**config.mk**
```make
export PLATFORM = sky130hd
export DESIGN_NAME = procyon
export DESIGN_NICKNAME = d
export VERILOG_FILES = /design/src/source/procyon_pkg.sv /design/src/source/rs_dispatch_if.sv /design/src/source/procyon.sv /design/src/source/ieu.sv /design/src/source/reservation_station.sv /design/src/source/reorder_buffer.sv /design/src/source/register_map.sv /design/src/source/dispatch.sv /design/src/source/sync_fifo.sv
export VERILOG_INCLUDE_DIRS = /design/src /design/src/source
export SDC_FILE = /design/constraint.sdc
export NUM_CORES = 2
export LEC_CHECK = 0
export BUFFER_PORTS_ARGS = -buffer_cell sky130_fd_sc_hd__buf_4
export CAP_MARGIN = 20
export CORE_MARGIN = 1
export CORE_UTILIZATION = 65
export CTS_BUF_LIST = sky130_fd_sc_hd__clkbuf_4 sky130_fd_sc_hd__clkbuf_8
export DETAILED_ROUTE_END_ITERATION = 8
export PLACE_DENSITY = 0.81
export SLEW_MARGIN = 20
export SYNTH_ARGS = -nofsm -noshare
export SYNTH_HDL_FRONTEND = slang
export SYNTH_SLANG_ARGS = --single-unit
```
**constraint.sdc**
```tcl
create_clock -name clk -period 22.4 [get_ports clk]
set_input_delay 6.72 -clock clk [delete_from_list [all_inputs] [get_ports clk]]
set_output_delay 6.72 -clock clk [all_outputs]
set_load 0.02 [all_outputs]
```
**src/source/procyon_defines.svh**
```systemverilog
`ifndef PROCYON_DEFINES_SVH
`define PROCYON_DEFINES_SVH

// Data path and register file
`define DATA_WIDTH      32
`define REG_COUNT       32

// Reorder buffer depth also sets the rename tag width
`define ROB_DEPTH       8

// Queue depths
`define RS_DEPTH        4
`define INSN_FIFO_DEPTH 4

`endif
```
**src/source/procyon_pkg.sv**
```systemverilog
`include "procyon_defines.svh"

package procyon_pkg;

    typedef logic [$clog2(`ROB_DEPTH)-1:0] procyon_tag_t;
    typedef logic [$clog2(`REG_COUNT)-1:0] procyon_reg_t;
    typedef logic [`DATA_WIDTH-1:0]        procyon_data_t;

    typedef enum logic [6:0] {
        OPCODE_OP    = 7'b0110011,
        OPCODE_OPIMM = 7'b0010011
    } procyon_opcode_t;

    typedef struct packed {
        logic [6:0]      funct7;
        procyon_reg_t    rs2;
        procyon_reg_t    rs1;
        logic [2:0]      funct3;
        procyon_reg_t    rd;
        procyon_opcode_t opcode;
    } procyon_rtype_t;

    typedef struct packed {
        logic [11:0]     imm12;
        procyon_reg_t    rs1;
        logic [2:0]      funct3;
        procyon_reg_t    rd;
        procyon_opcode_t opcode;
    } procyon_itype_t;

    // Same instruction word, read as R-type or I-type depending on the opcode
    typedef union packed {
        procyon_rtype_t r;
        procyon_itype_t i;
    } procyon_insn_t;

    typedef enum logic [2:0] {
        ALU_ADD,
        ALU_SUB,
        ALU_XOR,
        ALU_OR,
        ALU_AND,
        ALU_ZERO
    } procyon_alu_op_t;

    typedef struct packed {
        logic          valid;
        procyon_tag_t  tag;
        procyon_data_t data;
    } procyon_cdb_t;

endpackage

```
**src/source/rs_dispatch_if.sv**
```systemverilog
`timescale 1ns/1ns

interface rs_dispatch_if;

    logic                         valid;
    logic                         ready;
    procyon_pkg::procyon_alu_op_t alu_op;
    logic                         src_rdy  [0:1];
    procyon_pkg::procyon_tag_t    src_tag  [0:1];
    procyon_pkg::procyon_data_t   src_data [0:1];
    procyon_pkg::procyon_tag_t    dst_tag;

    modport dispatch (
        output valid, alu_op, src_rdy, src_tag, src_data, dst_tag,
        input  ready
    );

    modport station (
        input  valid, alu_op, src_rdy, src_tag, src_data, dst_tag,
        output ready
    );

endinterface

```
**src/source/procyon.sv**
```systemverilog
`timescale 1ns/1ns
`include "procyon_defines.svh"

module procyon (
    input  logic                       clk,
    input  logic                       i_reset,
    input  logic                       i_insn_valid,
    input  logic [`DATA_WIDTH-1:0]     i_insn,
    output logic                       o_insn_ready,
    output logic                       o_retire_valid,
    output procyon_pkg::procyon_reg_t  o_retire_rdest,
    output procyon_pkg::procyon_data_t o_retire_data
);

    logic                       insn_fifo_full;
    logic                       insn_fifo_empty;
    logic                       insn_fifo_rd_en;
    logic [`DATA_WIDTH-1:0]     insn_fifo_rd_data;

    procyon_pkg::procyon_reg_t  regmap_rsrc  [0:1];
    logic                       regmap_busy  [0:1];
    procyon_pkg::procyon_tag_t  regmap_tag   [0:1];
    procyon_pkg::procyon_data_t regmap_data  [0:1];
    logic                       regmap_rename_en;
    procyon_pkg::procyon_reg_t  regmap_rename_rdest;

    logic                       rob_full;
    procyon_pkg::procyon_tag_t  rob_tag;
    logic                       rob_src_rdy    [0:1];
    procyon_pkg::procyon_data_t rob_src_data   [0:1];
    procyon_pkg::procyon_tag_t  rob_lookup_tag [0:1];
    logic                       rob_en;
    procyon_pkg::procyon_reg_t  rob_rdest;
    procyon_pkg::procyon_tag_t  retire_tag;

    logic                         fu_valid;
    procyon_pkg::procyon_alu_op_t fu_alu_op;
    procyon_pkg::procyon_data_t   fu_src_a;
    procyon_pkg::procyon_data_t   fu_src_b;
    procyon_pkg::procyon_tag_t    fu_tag;
    procyon_pkg::procyon_cdb_t    cdb;

    rs_dispatch_if rs_dispatch ();

    assign o_insn_ready = ~insn_fifo_full;

    sync_fifo #(
        .DATA_WIDTH(`DATA_WIDTH),
        .FIFO_DEPTH(`INSN_FIFO_DEPTH)
    ) insn_fifo (
        .clk(clk),
        .i_reset(i_reset),
        .i_fifo_wr_en(i_insn_valid),
        .i_fifo_data(i_insn),
        .o_fifo_full(insn_fifo_full),
        .i_fifo_rd_en(insn_fifo_rd_en),
        .o_fifo_data(insn_fifo_rd_data),
        .o_fifo_empty(insn_fifo_empty)
    );

    dispatch dispatch_inst (
        .i_insn_fifo_empty(insn_fifo_empty),
        .i_insn_fifo_data(insn_fifo_rd_data),
        .o_insn_fifo_rd_en(insn_fifo_rd_en),
        .o_regmap_rsrc(regmap_rsrc),
        .i_regmap_busy(regmap_busy),
        .i_regmap_tag(regmap_tag),
        .i_regmap_data(regmap_data),
        .o_regmap_rename_en(regmap_rename_en),
        .o_regmap_rename_rdest(regmap_rename_rdest),
        .i_rob_full(rob_full),
        .i_rob_tag(rob_tag),
        .i_rob_src_rdy(rob_src_rdy),
        .i_rob_src_data(rob_src_data),
        .o_rob_lookup_tag(rob_lookup_tag),
        .o_rob_en(rob_en),
        .o_rob_rdest(rob_rdest),
        .rs_if(rs_dispatch.dispatch)
    );

    register_map register_map_inst (
        .clk(clk),
        .i_reset(i_reset),
        .i_rsrc(regmap_rsrc),
        .o_busy(regmap_busy),
        .o_tag(regmap_tag),
        .o_data(regmap_data),
        .i_rename_en(regmap_rename_en),
        .i_rename_rdest(regmap_rename_rdest),
        .i_rename_tag(rob_tag),
        .i_retire_en(o_retire_valid),
        .i_retire_rdest(o_retire_rdest),
        .i_retire_tag(retire_tag),
        .i_retire_data(o_retire_data)
    );

    reorder_buffer rob_inst (
        .clk(clk),
        .i_reset(i_reset),
        .i_rob_en(rob_en),
        .i_rob_rdest(rob_rdest),
        .o_rob_full(rob_full),
        .o_rob_tag(rob_tag),
        .i_lookup_tag(rob_lookup_tag),
        .o_src_rdy(rob_src_rdy),
        .o_src_data(rob_src_data),
        .i_cdb(cdb),
        .o_retire_en(o_retire_valid),
        .o_retire_rdest(o_retire_rdest),
        .o_retire_tag(retire_tag),
        .o_retire_data(o_retire_data)
    );

    reservation_station #(
        .RS_DEPTH(`RS_DEPTH)
    ) rs_ieu_inst (
        .clk(clk),
        .i_reset(i_reset),
        .rs_if(rs_dispatch.station),
        .i_cdb(cdb),
        .o_fu_valid(fu_valid),
        .o_fu_alu_op(fu_alu_op),
        .o_fu_src_a(fu_src_a),
        .o_fu_src_b(fu_src_b),
        .o_fu_tag(fu_tag)
    );

    ieu ieu_inst (
        .clk(clk),
        .i_reset(i_reset),
        .i_fu_valid(fu_valid),
        .i_fu_alu_op(fu_alu_op),
        .i_fu_src_a(fu_src_a),
        .i_fu_src_b(fu_src_b),
        .i_fu_tag(fu_tag),
        .o_cdb(cdb)
    );

endmodule

```
**src/source/ieu.sv**
```systemverilog
`timescale 1ns/1ns

module ieu (
    input  logic                         clk,
    input  logic                         i_reset,
    input  logic                         i_fu_valid,
    input  procyon_pkg::procyon_alu_op_t i_fu_alu_op,
    input  procyon_pkg::procyon_data_t   i_fu_src_a,
    input  procyon_pkg::procyon_data_t   i_fu_src_b,
    input  procyon_pkg::procyon_tag_t    i_fu_tag,
    output procyon_pkg::procyon_cdb_t    o_cdb
);

    procyon_pkg::procyon_data_t result;

    always_comb begin
        case (i_fu_alu_op)
            procyon_pkg::ALU_ADD: result = i_fu_src_a + i_fu_src_b;
            procyon_pkg::ALU_SUB: result = i_fu_src_a - i_fu_src_b;
            procyon_pkg::ALU_XOR: result = i_fu_src_a ^ i_fu_src_b;
            procyon_pkg::ALU_OR:  result = i_fu_src_a | i_fu_src_b;
            procyon_pkg::ALU_AND: result = i_fu_src_a & i_fu_src_b;
            default:              result = '0;
        endcase
    end

    // One cycle from issue to CDB, never stalls
    always_ff @(posedge clk) begin
        o_cdb.tag  <= i_fu_tag;
        o_cdb.data <= result;
        if (i_reset) begin
            o_cdb.valid <= 1'b0;
        end else begin
            o_cdb.valid <= i_fu_valid;
        end
    end

endmodule

```
**src/source/reservation_station.sv**
```systemverilog
`timescale 1ns/1ns

module reservation_station #(
    parameter int RS_DEPTH = 4
) (
    input  logic                         clk,
    input  logic                         i_reset,
    rs_dispatch_if.station               rs_if,
    input  procyon_pkg::procyon_cdb_t    i_cdb,
    output logic                         o_fu_valid,
    output procyon_pkg::procyon_alu_op_t o_fu_alu_op,
    output procyon_pkg::procyon_data_t   o_fu_src_a,
    output procyon_pkg::procyon_data_t   o_fu_src_b,
    output procyon_pkg::procyon_tag_t    o_fu_tag
);

    localparam int IDX_WIDTH = $clog2(RS_DEPTH);

    logic [RS_DEPTH-1:0]          entry_valid;
    logic [IDX_WIDTH-1:0]         entry_age      [0:RS_DEPTH-1];
    procyon_pkg::procyon_alu_op_t entry_alu_op   [0:RS_DEPTH-1];
    logic [1:0]                   entry_src_rdy  [0:RS_DEPTH-1];
    procyon_pkg::procyon_tag_t    entry_src_tag  [0:RS_DEPTH-1][0:1];
    procyon_pkg::procyon_data_t   entry_src_data [0:RS_DEPTH-1][0:1];
    procyon_pkg::procyon_tag_t    entry_dst_tag  [0:RS_DEPTH-1];
    logic                         alloc;
    logic [IDX_WIDTH-1:0]         alloc_idx;
    logic                         issue;
    logic [IDX_WIDTH-1:0]         issue_idx;

    assign rs_if.ready = ~&entry_valid;
    assign alloc       = rs_if.valid & rs_if.ready;

    // Lowest free slot
    always_comb begin
        alloc_idx = '0;
        for (int i = RS_DEPTH - 1; i >= 0; i--) begin
            if (!entry_valid[i]) begin
                alloc_idx = IDX_WIDTH'(i);
            end
        end
    end

    // Oldest entry with both sources ready has the highest age
    always_comb begin
        issue     = 1'b0;
        issue_idx = '0;
        for (int i = 0; i < RS_DEPTH; i++) begin
            if (entry_valid[i] && (&entry_src_rdy[i]) &&
                (!issue || entry_age[i] > entry_age[issue_idx])) begin
                issue     = 1'b1;
                issue_idx = IDX_WIDTH'(i);
            end
        end
    end

    assign o_fu_valid  = issue;
    assign o_fu_alu_op = entry_alu_op[issue_idx];
    assign o_fu_src_a  = entry_src_data[issue_idx][0];
    assign o_fu_src_b  = entry_src_data[issue_idx][1];
    assign o_fu_tag    = entry_dst_tag[issue_idx];

    // Ages stay a permutation of 0 to the number of valid entries minus one
    always_ff @(posedge clk) begin
        if (i_reset) begin
            entry_valid <= '0;
        end else begin
            for (int i = 0; i < RS_DEPTH; i++) begin
                if (alloc && alloc_idx == IDX_WIDTH'(i)) begin
                    entry_valid[i] <= 1'b1;
                    entry_age[i]   <= '0;
                end else if (issue && issue_idx == IDX_WIDTH'(i)) begin
                    entry_valid[i] <= 1'b0;
                end else if (entry_valid[i]) begin
                    entry_age[i] <= entry_age[i] + IDX_WIDTH'(alloc) -
                                    IDX_WIDTH'(issue && entry_age[i] > entry_age[issue_idx]);
                end
            end
        end
    end

    // Sources are woken by the CDB, including one seen while being written
    always_ff @(posedge clk) begin
        for (int i = 0; i < RS_DEPTH; i++) begin
            if (alloc && alloc_idx == IDX_WIDTH'(i)) begin
                entry_alu_op[i]  <= rs_if.alu_op;
                entry_dst_tag[i] <= rs_if.dst_tag;
                for (int s = 0; s < 2; s++) begin
                    entry_src_tag[i][s] <= rs_if.src_tag[s];
                    if (!rs_if.src_rdy[s] && i_cdb.valid && i_cdb.tag == rs_if.src_tag[s]) begin
                        entry_src_rdy[i][s]  <= 1'b1;
                        entry_src_data[i][s] <= i_cdb.data;
                    end else begin
                        entry_src_rdy[i][s]  <= rs_if.src_rdy[s];
                        entry_src_data[i][s] <= rs_if.src_data[s];
                    end
                end
            end else begin
                for (int s = 0; s < 2; s++) begin
                    if (!entry_src_rdy[i][s] && i_cdb.valid &&
                        i_cdb.tag == entry_src_tag[i][s]) begin
                        entry_src_rdy[i][s]  <= 1'b1;
                        entry_src_data[i][s] <= i_cdb.data;
                    end
                end
            end
        end
    end

endmodule

```
**src/source/reorder_buffer.sv**
```systemverilog
`timescale 1ns/1ns
`include "procyon_defines.svh"

module reorder_buffer (
    input  logic                       clk,
    input  logic                       i_reset,
    input  logic                       i_rob_en,
    input  procyon_pkg::procyon_reg_t  i_rob_rdest,
    output logic                       o_rob_full,
    output procyon_pkg::procyon_tag_t  o_rob_tag,
    input  procyon_pkg::procyon_tag_t  i_lookup_tag [0:1],
    output logic                       o_src_rdy    [0:1],
    output procyon_pkg::procyon_data_t o_src_data   [0:1],
    input  procyon_pkg::procyon_cdb_t  i_cdb,
    output logic                       o_retire_en,
    output procyon_pkg::procyon_reg_t  o_retire_rdest,
    output procyon_pkg::procyon_tag_t  o_retire_tag,
    output procyon_pkg::procyon_data_t o_retire_data
);

    localparam int CNT_WIDTH = $clog2(`ROB_DEPTH) + 1;

    procyon_pkg::procyon_reg_t  rob_rdest [0:`ROB_DEPTH-1];
    procyon_pkg::procyon_data_t rob_data  [0:`ROB_DEPTH-1];
    logic [`ROB_DEPTH-1:0]      done;
    procyon_pkg::procyon_tag_t  head;
    procyon_pkg::procyon_tag_t  tail;
    logic [CNT_WIDTH-1:0]       count;
    logic                       alloc;
    logic                       retire;

    assign o_rob_full = (count == CNT_WIDTH'(`ROB_DEPTH));
    assign o_rob_tag  = tail;
    assign alloc      = i_rob_en & ~o_rob_full;
    assign retire     = (count != '0) & done[head];

    // Done stays set after retire until the slot is reallocated, which covers
    // the cycle before the register map sees the retire write
    always_comb begin
        for (int s = 0; s < 2; s++) begin
            o_src_rdy[s]  = done[i_lookup_tag[s]];
            o_src_data[s] = rob_data[i_lookup_tag[s]];
        end
    end

    always_ff @(posedge clk) begin
        if (i_reset) begin
            head        <= '0;
            tail        <= '0;
            count       <= '0;
            done        <= '0;
            o_retire_en <= 1'b0;
        end else begin
            if (alloc) begin
                done[tail] <= 1'b0;
                tail       <= tail + 1'b1;
            end
            if (i_cdb.valid) begin
                done[i_cdb.tag] <= 1'b1;
            end
            if (retire) begin
                head <= head + 1'b1;
            end
            count       <= count + CNT_WIDTH'(alloc) - CNT_WIDTH'(retire);
            o_retire_en <= retire;
        end
    end

    always_ff @(posedge clk) begin
        if (alloc) begin
            rob_rdest[tail] <= i_rob_rdest;
        end
        if (i_cdb.valid) begin
            rob_data[i_cdb.tag] <= i_cdb.data;
        end
        if (retire) begin
            o_retire_rdest <= rob_rdest[head];
            o_retire_tag   <= head;
            o_retire_data  <= (rob_rdest[head] == '0) ? '0 : rob_data[head];
        end
    end

endmodule

```
**src/source/register_map.sv**
```systemverilog
`timescale 1ns/1ns
`include "procyon_defines.svh"

module register_map (
    input  logic                       clk,
    input  logic                       i_reset,
    input  procyon_pkg::procyon_reg_t  i_rsrc [0:1],
    output logic                       o_busy [0:1],
    output procyon_pkg::procyon_tag_t  o_tag  [0:1],
    output procyon_pkg::procyon_data_t o_data [0:1],
    input  logic                       i_rename_en,
    input  procyon_pkg::procyon_reg_t  i_rename_rdest,
    input  procyon_pkg::procyon_tag_t  i_rename_tag,
    input  logic                       i_retire_en,
    input  procyon_pkg::procyon_reg_t  i_retire_rdest,
    input  procyon_pkg::procyon_tag_t  i_retire_tag,
    input  procyon_pkg::procyon_data_t i_retire_data
);

    procyon_pkg::procyon_data_t regs    [0:`REG_COUNT-1];
    procyon_pkg::procyon_tag_t  reg_tag [0:`REG_COUNT-1];
    logic [`REG_COUNT-1:0]      reg_busy;

    always_comb begin
        for (int s = 0; s < 2; s++) begin
            o_busy[s] = reg_busy[i_rsrc[s]];
            o_tag[s]  = reg_tag[i_rsrc[s]];
            o_data[s] = regs[i_rsrc[s]];
        end
    end

    // x0 is never written and never renamed
    always_ff @(posedge clk) begin
        if (i_reset) begin
            reg_busy <= '0;
            for (int r = 0; r < `REG_COUNT; r++) begin
                regs[r] <= '0;
            end
        end else begin
            if (i_retire_en && i_retire_rdest != '0) begin
                regs[i_retire_rdest] <= i_retire_data;
                // Only the latest rename of this register frees it
                if (reg_tag[i_retire_rdest] == i_retire_tag) begin
                    reg_busy[i_retire_rdest] <= 1'b0;
                end
            end
            if (i_rename_en && i_rename_rdest != '0) begin
                reg_busy[i_rename_rdest] <= 1'b1;
            end
        end
    end

    always_ff @(posedge clk) begin
        if (i_rename_en) begin
            reg_tag[i_rename_rdest] <= i_rename_tag;
        end
    end

endmodule

```
**src/source/dispatch.sv**
```systemverilog
`timescale 1ns/1ns

module dispatch (
    input  logic                       i_insn_fifo_empty,
    input  procyon_pkg::procyon_insn_t i_insn_fifo_data,
    output logic                       o_insn_fifo_rd_en,

    output procyon_pkg::procyon_reg_t  o_regmap_rsrc [0:1],
    input  logic                       i_regmap_busy [0:1],
    input  procyon_pkg::procyon_tag_t  i_regmap_tag  [0:1],
    input  procyon_pkg::procyon_data_t i_regmap_data [0:1],
    output logic                       o_regmap_rename_en,
    output procyon_pkg::procyon_reg_t  o_regmap_rename_rdest,

    input  logic                       i_rob_full,
    input  procyon_pkg::procyon_tag_t  i_rob_tag,
    input  logic                       i_rob_src_rdy  [0:1],
    input  procyon_pkg::procyon_data_t i_rob_src_data [0:1],
    output procyon_pkg::procyon_tag_t  o_rob_lookup_tag [0:1],
    output logic                       o_rob_en,
    output procyon_pkg::procyon_reg_t  o_rob_rdest,

    rs_dispatch_if.dispatch            rs_if
);

    procyon_pkg::procyon_insn_t   insn;
    procyon_pkg::procyon_data_t   imm;
    procyon_pkg::procyon_reg_t    rdest;
    logic                         is_op;
    logic                         is_opimm;
    logic                         supported;
    logic                         dispatch_en;

    assign insn      = i_insn_fifo_data;
    assign is_op     = (insn.r.opcode == procyon_pkg::OPCODE_OP);
    assign is_opimm  = (insn.i.opcode == procyon_pkg::OPCODE_OPIMM);
    assign supported = is_op | is_opimm;
    assign imm       = {{($bits(procyon_pkg::procyon_data_t)-12){insn.i.imm12[11]}}, insn.i.imm12};
    assign rdest     = supported ? insn.r.rd : '0;

    // All three allocations happen at the same edge
    assign dispatch_en        = ~i_insn_fifo_empty & ~i_rob_full & rs_if.ready;
    assign o_insn_fifo_rd_en  = dispatch_en;
    assign o_rob_en           = dispatch_en;
    assign o_regmap_rename_en = dispatch_en;
    assign rs_if.valid        = dispatch_en;

    assign o_rob_rdest           = rdest;
    assign o_regmap_rename_rdest = rdest;
    assign rs_if.dst_tag         = i_rob_tag;
    assign o_regmap_rsrc[0]      = insn.r.rs1;
    assign o_regmap_rsrc[1]      = insn.r.rs2;

    always_comb begin
        rs_if.alu_op = procyon_pkg::ALU_ZERO;
        if (supported) begin
            case (insn.r.funct3)
                3'b000:  rs_if.alu_op = (is_op && insn.r.funct7[5]) ? procyon_pkg::ALU_SUB
                                                                    : procyon_pkg::ALU_ADD;
                3'b100:  rs_if.alu_op = procyon_pkg::ALU_XOR;
                3'b110:  rs_if.alu_op = procyon_pkg::ALU_OR;
                3'b111:  rs_if.alu_op = procyon_pkg::ALU_AND;
                default: rs_if.alu_op = procyon_pkg::ALU_ZERO;
            endcase
        end
    end

    // Source from register map, ROB forward, or a tag to wait on
    always_comb begin
        for (int s = 0; s < 2; s++) begin
            o_rob_lookup_tag[s] = i_regmap_tag[s];
            rs_if.src_tag[s]    = i_regmap_tag[s];
            rs_if.src_rdy[s]    = 1'b1;
            rs_if.src_data[s]   = '0;
            if (!supported) begin
                rs_if.src_data[s] = '0;
            end else if (s == 1 && is_opimm) begin
                rs_if.src_data[s] = imm;
            end else if (!i_regmap_busy[s]) begin
                rs_if.src_data[s] = i_regmap_data[s];
            end else if (i_rob_src_rdy[s]) begin
                rs_if.src_data[s] = i_rob_src_data[s];
            end else begin
                rs_if.src_rdy[s] = 1'b0;
            end
        end
    end

endmodule

```
**src/source/sync_fifo.sv**
```systemverilog
`timescale 1ns/1ns

module sync_fifo #(
    parameter int DATA_WIDTH = 32,
    parameter int FIFO_DEPTH = 4
) (
    input  logic                  clk,
    input  logic                  i_reset,
    input  logic                  i_fifo_wr_en,
    input  logic [DATA_WIDTH-1:0] i_fifo_data,
    output logic                  o_fifo_full,
    input  logic                  i_fifo_rd_en,
    output logic [DATA_WIDTH-1:0] o_fifo_data,
    output logic                  o_fifo_empty
);

    localparam int PTR_WIDTH = $clog2(FIFO_DEPTH);

    logic [DATA_WIDTH-1:0] fifo_mem [0:FIFO_DEPTH-1];
    logic [PTR_WIDTH-1:0]  rd_ptr;
    logic [PTR_WIDTH-1:0]  wr_ptr;
    logic [PTR_WIDTH:0]    count;
    logic                  fifo_wr;
    logic                  fifo_rd;

    assign fifo_wr      = i_fifo_wr_en & ~o_fifo_full;
    assign fifo_rd      = i_fifo_rd_en & ~o_fifo_empty;
    assign o_fifo_full  = (count == (PTR_WIDTH+1)'(FIFO_DEPTH));
    assign o_fifo_empty = (count == '0);

    // Head is always visible
    assign o_fifo_data  = fifo_mem[rd_ptr];

    always_ff @(posedge clk) begin
        if (fifo_wr) begin
            fifo_mem[wr_ptr] <= i_fifo_data;
        end
    end

    always_ff @(posedge clk) begin
        if (i_reset) begin
            rd_ptr <= '0;
            wr_ptr <= '0;
            count  <= '0;
        end else begin
            if (fifo_wr) begin
                wr_ptr <= wr_ptr + 1'b1;
            end
            if (fifo_rd) begin
                rd_ptr <= rd_ptr + 1'b1;
            end
            count <= count + (PTR_WIDTH+1)'(fifo_wr) - (PTR_WIDTH+1)'(fifo_rd);
        end
    end

endmodule

```
Yosys cells after proc, flatten, opt, wreduce, memory -nomap -nowiden
Memory sizes are Yosys's and may differ from the RTL's. A register that Yosys moved wholly into a read port is not among the register bits.
Index checks and enable logic that the tools add are counted.

storage, ports and cells
  register bits after elaboration = 103
  latch bits = 0
  memory bits (writable) = 1,864
  bits in read-only memories = 0
  input bits = 35
  logic and storage cells = 484
  memories = 11

memories
  name                        depth  bits a word  rd ports  clocked after memory_dff  write ports  line                       source
  register_map_inst.regs      32     32           2         0                         32           register_map.sv:20         procyon_pkg::procyon_data_t regs [0:`REG_COUNT-1];
  rob_inst.rob_data           8      32           3         1                         1            reorder_buffer.sv:24       procyon_pkg::procyon_data_t rob_data [0:`ROB_DEPTH-1];
  rs_ieu_inst.entry_src_data  4      64           1         0                         4            reservation_station.sv:24  procyon_pkg::procyon_data_t entry_src_data [0:RS_DEPTH-1][0:1];
  insn_fifo.fifo_mem          4      32           1         1                         1            sync_fifo.sv:19            logic [DATA_WIDTH-1:0] fifo_mem [0:FIFO_DEPTH-1];
  register_map_inst.reg_tag   32     3            3         1                         1            register_map.sv:21         procyon_pkg::procyon_tag_t reg_tag [0:`REG_COUNT-1];
  rob_inst.rob_rdest          8      5            1         1                         1            reorder_buffer.sv:23       procyon_pkg::procyon_reg_t rob_rdest [0:`ROB_DEPTH-1];
  5 more memories             -      -            -         -                         -            -

cells by class
  add/sub/neg operators = 18
  multiply operators = 0
  divide/modulo/power cells = 0
  order comparisons = 20
  equality and inequality tests = 28
  shift-type cells = 0
  mux-type cells = 243
  bitwise operators = 56
  reduce and logical (&&, ||, !) cells = 91

operator list
  cell                                                         count
  two-way mux 32 bit                                           28
  two-way mux 1 bit                                            165
  one-hot mux 32 bit (5 select lines)                          1
  AND 32 bit                                                   2
  OR 32 bit                                                    2
  logical AND 1 bit                                            46
  two-way mux 2 bit                                            21
  OR 1 bit                                                     37
  == test 3 bit                                                11
  adder 32 bit                                                 1
  NOT 32 bit                                                   1
  OR reduction 32 bit                                          1
  subtractor 32 bit                                            1
  bitwise XOR 32 bit                                           1
  two-way mux 3 bit                                            9
  less-than comparator 5 x 6 -> 1 bit (second input constant)  4
  two-way mux 8 bit                                            3
  less-than comparator 3 x 4 -> 1 bit (second input constant)  5
  two-way mux 6 bit                                            3
  OR reduction 3 bit                                           6
  OR reduction 6 bit                                           3
  == test 3 bit (second input constant)                        5
  two-way mux 5 bit                                            3
  > comparator 2 bit                                           7
  other kinds (37)                                             90

Logic depth before layout (Yosys ltp)
An unclocked memory read counts as a cell.

  word-level depth = 25
  mapped depth = 44
  depth with buffers taken out = 38

Hierarchy
From an unflattened synthesis, not the netlist that was laid out.

unflattened totals
  cells, all modules = 6,762
  area, all modules = 106,623.5 um^2

by module, submodules not included
  module               instances  cells each  area an instance (um^2)  sequential area each (um^2)
  register_map         1          3,676       61,380.1                 34,272.9
  reorder_buffer       1          880         17,919.7                 10,530.1
  reservation_station  1          1,078       15,825.2                 9,679.3
  sync_fifo            1          218         5,126.2                  4,023.9
  ieu                  1          625         4,707.0                  720.7
  dispatch             1          284         1,661.6                  0.0
  procyon              1          1           3.8                      0.0

Worst setup path before layout
No wires, ideal clock.

  kind = input-to-reg
  start = input i_reset
  end = memory register_map_inst.regs[14][0] (netlist name) (enable)
  arrival time = 8.112 ns
  data required time = 21.972 ns
  setup slack = 13.860 ns
  stages = 3
  buffers on the path = 2
  cells stage by stage = clkbuf_1 clkbuf_1 o21bai_1

RTL lines
  what                line                source
  start: declaration  procyon.sv:6        input logic i_reset,
  end: declaration    register_map.sv:20

==> flow_summary.json <==
{
  "syn_avg_cell_area_um2": 14.34,
  "synthCells": 7449,
  "grt_pass1_wl_um": 462200,
  "slowest_stage": "buf_4",
  "finalSetupViolCount": 0,
  "critPathTopFamily": "compound AO/OA/AOI/OAI gates",
  "synth_cell_types": 88,
  "synth_compound_area_share_pct": 7.630,
  "finalMaxSlewViolations": 0,
  "cts_tree": "yes",
  "mostFrequentLayoutCells": "1,903 x edfxtp_1, 1,070 x and2_1, 708 x mux4_2",
  "crit_required_ns": 23.32,
  "wl_per_cell_um": 32.33,
  "fin_setup_tns_ns": 0,
  "synth_edf_count": 1903,
  "worstMarginPinSlew_ns": 1.242,
  "dp_slack_ns": 12.06,
  "busiest_layer": "met2",
  "nFillCells": 10460,
  "clockBufferDepth": 4,
  "syn_to_final_growth_pct": 8.979,
  "io_buffers": 73,
  "grtUsageTotal_pct": 38.02,
  "cpPeakStageDelay_ns": 0.68,
  "vias_per_cell": 7.282,
  "clock.fmax_mhz": 98.64,
  "fin_util_pct": 71.46,
  "synthXorXnorAreaFrac_pct": 0.8513,
  "synth.mux.area_fraction_pct": 21.18,
  "grt_pass1_vias": 71690,
  "cts_num_sinks": 2012,
  "first_iter_violations": 11230,
  "ant_nets": 0,
  "synth_area_leaders": "edfxtp_1 53%, mux4_2 15%, and2_1 6.3%",
  "cts.clk_slew.worst_paths_ns": 0.06,
  "status": "completed",
  "critical_path.max_fanout": 68,
  "routed_wl_um": 318800,
  "p_per_area_nw_per_um2": 134.3,
  "finalHoldViolations": 0,
  "maxCapViolations": 0,
  "postCtsHoldBufs": 0,
  "yosys.area_share.adder_pct": 1.602,
  "yosys.area_share.simple_pct": 9.953,
  "clk_latency_ns": 1.09,
  "drive_above_1_share_pct": 23.54,
  "syn-cell-area_um2": 106800,
  "crit_top_cell": "ha_1",
  "hold_class": "register to register",
  "grt_use_met1_pct": 49.40,
  "peakVddDrop_v": 0.0002676,
  "synth.top_cell.area_share_pct": 53.48,
  "synthArstFlopShare_pct": 0,
  "die_h_um": 407.4,
  "ys.flop_type": "edfxtp_1",
  "die_area_um2": 166000,
  "worstSetupPathType": "register to register",
  "dr.pass1.iters": 8,
  "rows": 148,
  "multiInputGateArea_um2": 45010,
  "cts_setup_buffers": 0,
  "cts_resized": 0,
  "slew-limit-headroom_pct": 16.98,
  "end_kind": "register",
  "crit_path_start_kind": "register",
  "skew_ns": 0.09180,
  "fin_cells": 9863,
  "gp_congestion": 0.9564,
  "grt_max_degree": 138,
  "cts_buffers": 339,
  "drc": 0,
  "antenna_found_initial": 17,
  "core_um2": 163000,
  "num_vias": 71830,
  "setup_slack_ns": 12.26,
  "p_leak_nw": 41.85,
  "period_needed_ns": 10.14,
  "synth_warnings": 0,
  "path_buf_inv": 3,
  "ios": 74,
  "synth_top_area_cell": "edfxtp_1",
  "placedCellCount": 9262,
  "dp_hpwl_um": 190600,
  "rsz0062_at_grt": "false",
  "met3_usage_pct": 10.69,
  "use_met2_pct": 59.04,
  "layout_commonest_cell": "edfxtp_1",
  "die_x_um": 407.4,
  "seq_area_frac_synth_pct": 55.53,
  "register_area_um2": 59340,
  "synth_top_family_by_area": "multiplexers",
  "worstPathArrival_ns": 11.05,
  "gr-total-overflow": 0,
  "nNetsFinal": 7607,
  "cts_root_buffer": "clkbuf_8",
  "synth.ff_latch_count": 2012,
  "start_util_pct": 65.57,
  "period_share_pct": 45.26,
  "h-tree-depth": 5
}
-- metrics by stage --
step	instance area (um^2)	hold slack (ns)	power, W
2_1_floorplan	107000	0.4064	0.01008
3_3_place_gp	109600	0.4592	0.01211
3_5_place_dp	109800	0.4729	0.01224
4_1_cts	116200	0.4902	0.01543
5_1_grt	116400	0.5072	0.01617
6_report	116400	0.4921	0.01564
-- flip-flops by register name, indices dropped and copies added, names as in the netlist, 3 cells and up, named ones only --
name	count
register_map_inst.regs	1024
rob_inst.rob_data	256
rs_ieu_inst.entry_src_data	256
insn_fifo.fifo_mem	128
register_map_inst.reg_tag	96
rob_inst.rob_rdest	40
ieu_inst.o_cdb	36
register_map_inst.reg_busy	32
rob_inst.o_retire_data	32
rs_ieu_inst.entry_src_tag	24
rs_ieu_inst.entry_alu_op	12
rs_ieu_inst.entry_dst_tag	12
rob_inst.done	8
rs_ieu_inst.entry_age	8
rs_ieu_inst.entry_src_rdy	8
rob_inst.o_retire_rdest	5
rob_inst.count	4
rs_ieu_inst.entry_valid	4
insn_fifo.count	3
rob_inst.head	3
rob_inst.o_retire_tag	3
rob_inst.o_rob_tag	3
-- report_power, final --
part / leakage, nW / internal (W) / switching, W
registers: 19.6 / 0.00460 / 0.000237
logic: 18.8 / 0.00293 / 0.00465
clock network: 3.44 / 0.00173 / 0.00149
total: 41.9 / 0.00926 / 0.00638
-- final timing paths --
path | slack (ns) | start | end | cells past startpoint
worst max-delay path | 12.26 | rs_ieu_inst.entry_age[1][1]$_SDFFCE_PN0P_ | ieu_inst.o_cdb[31]$_DFF_P_ | 36
worst min-delay path | 0.49 | register_map_inst.reg_busy[18]$_SDFF_PP0_ | register_map_inst.reg_busy[18]$_SDFF_PP0_ | 2
worst max register to register | 12.26 | rs_ieu_inst.entry_age[1][1]$_SDFFCE_PN0P_ | ieu_inst.o_cdb[31]$_DFF_P_ | 36
worst min register to register | 0.49 | register_map_inst.reg_busy[18]$_SDFF_PP0_ | register_map_inst.reg_busy[18]$_SDFF_PP0_ | 2
-- kinds of logic after synthesis --
group                    after synthesis
flip-flops                          2012
AND/OR/NAND/NOR                     1945
buffers and inverters                812
adder cells (fa/ha/maj)              135
multiplexers                        1346
AO/OA/AOI/OAI                       1095
other                                  1
XOR/XNOR                             103
-- layout make-up --
class	instances	share of cell area [%]
clock buffer	488	5.080
multi-input combinational	4656	38.65
inverter	153	0.4975
antenna	9	0.01934
clock inverter	95	0.4567
timing repair buffer	275	1.994
sequential	2012	50.96
tap	2175	2.337
-- per-layer routing --
metal  wire length, um  vias up
li1                  -    28930
met3             44470     1258
met2            147600     5761
met5                65        -
met4             16940       12
met1            109800    35860
-- cells in the mapped netlist (69+ instances only) --
cell and number:
inv_1 148, nand3_1 71, o2bb2ai_1 160, clkbuf_1 434, buf_2 98, nand2_1 391
edfxtp_1 1903, a21oi_1 192, and2_1 1070, dfxtp_1 109, ha_1 132, a211oi_1 114
mux2i_1 473, a221oi_1 69, buf_1 74, nor2_1 216, mux4_2 716, mux2_2 129
a22oi_1 105, o21ai_0 83
-- worst register-to-register path: cells and delay by family (launching register included) --
kind                       cells  cell delay, ns
and+or+nand+nor                7            1.12
DFF                            1            0.48
AOI/OAI and AO/OA             19            5.42
xor gates and xnor gates       2            0.16
adders and majority gates      5            1.62
buffers and inverters          3            1.27
(Power assumes the default switching activity.)
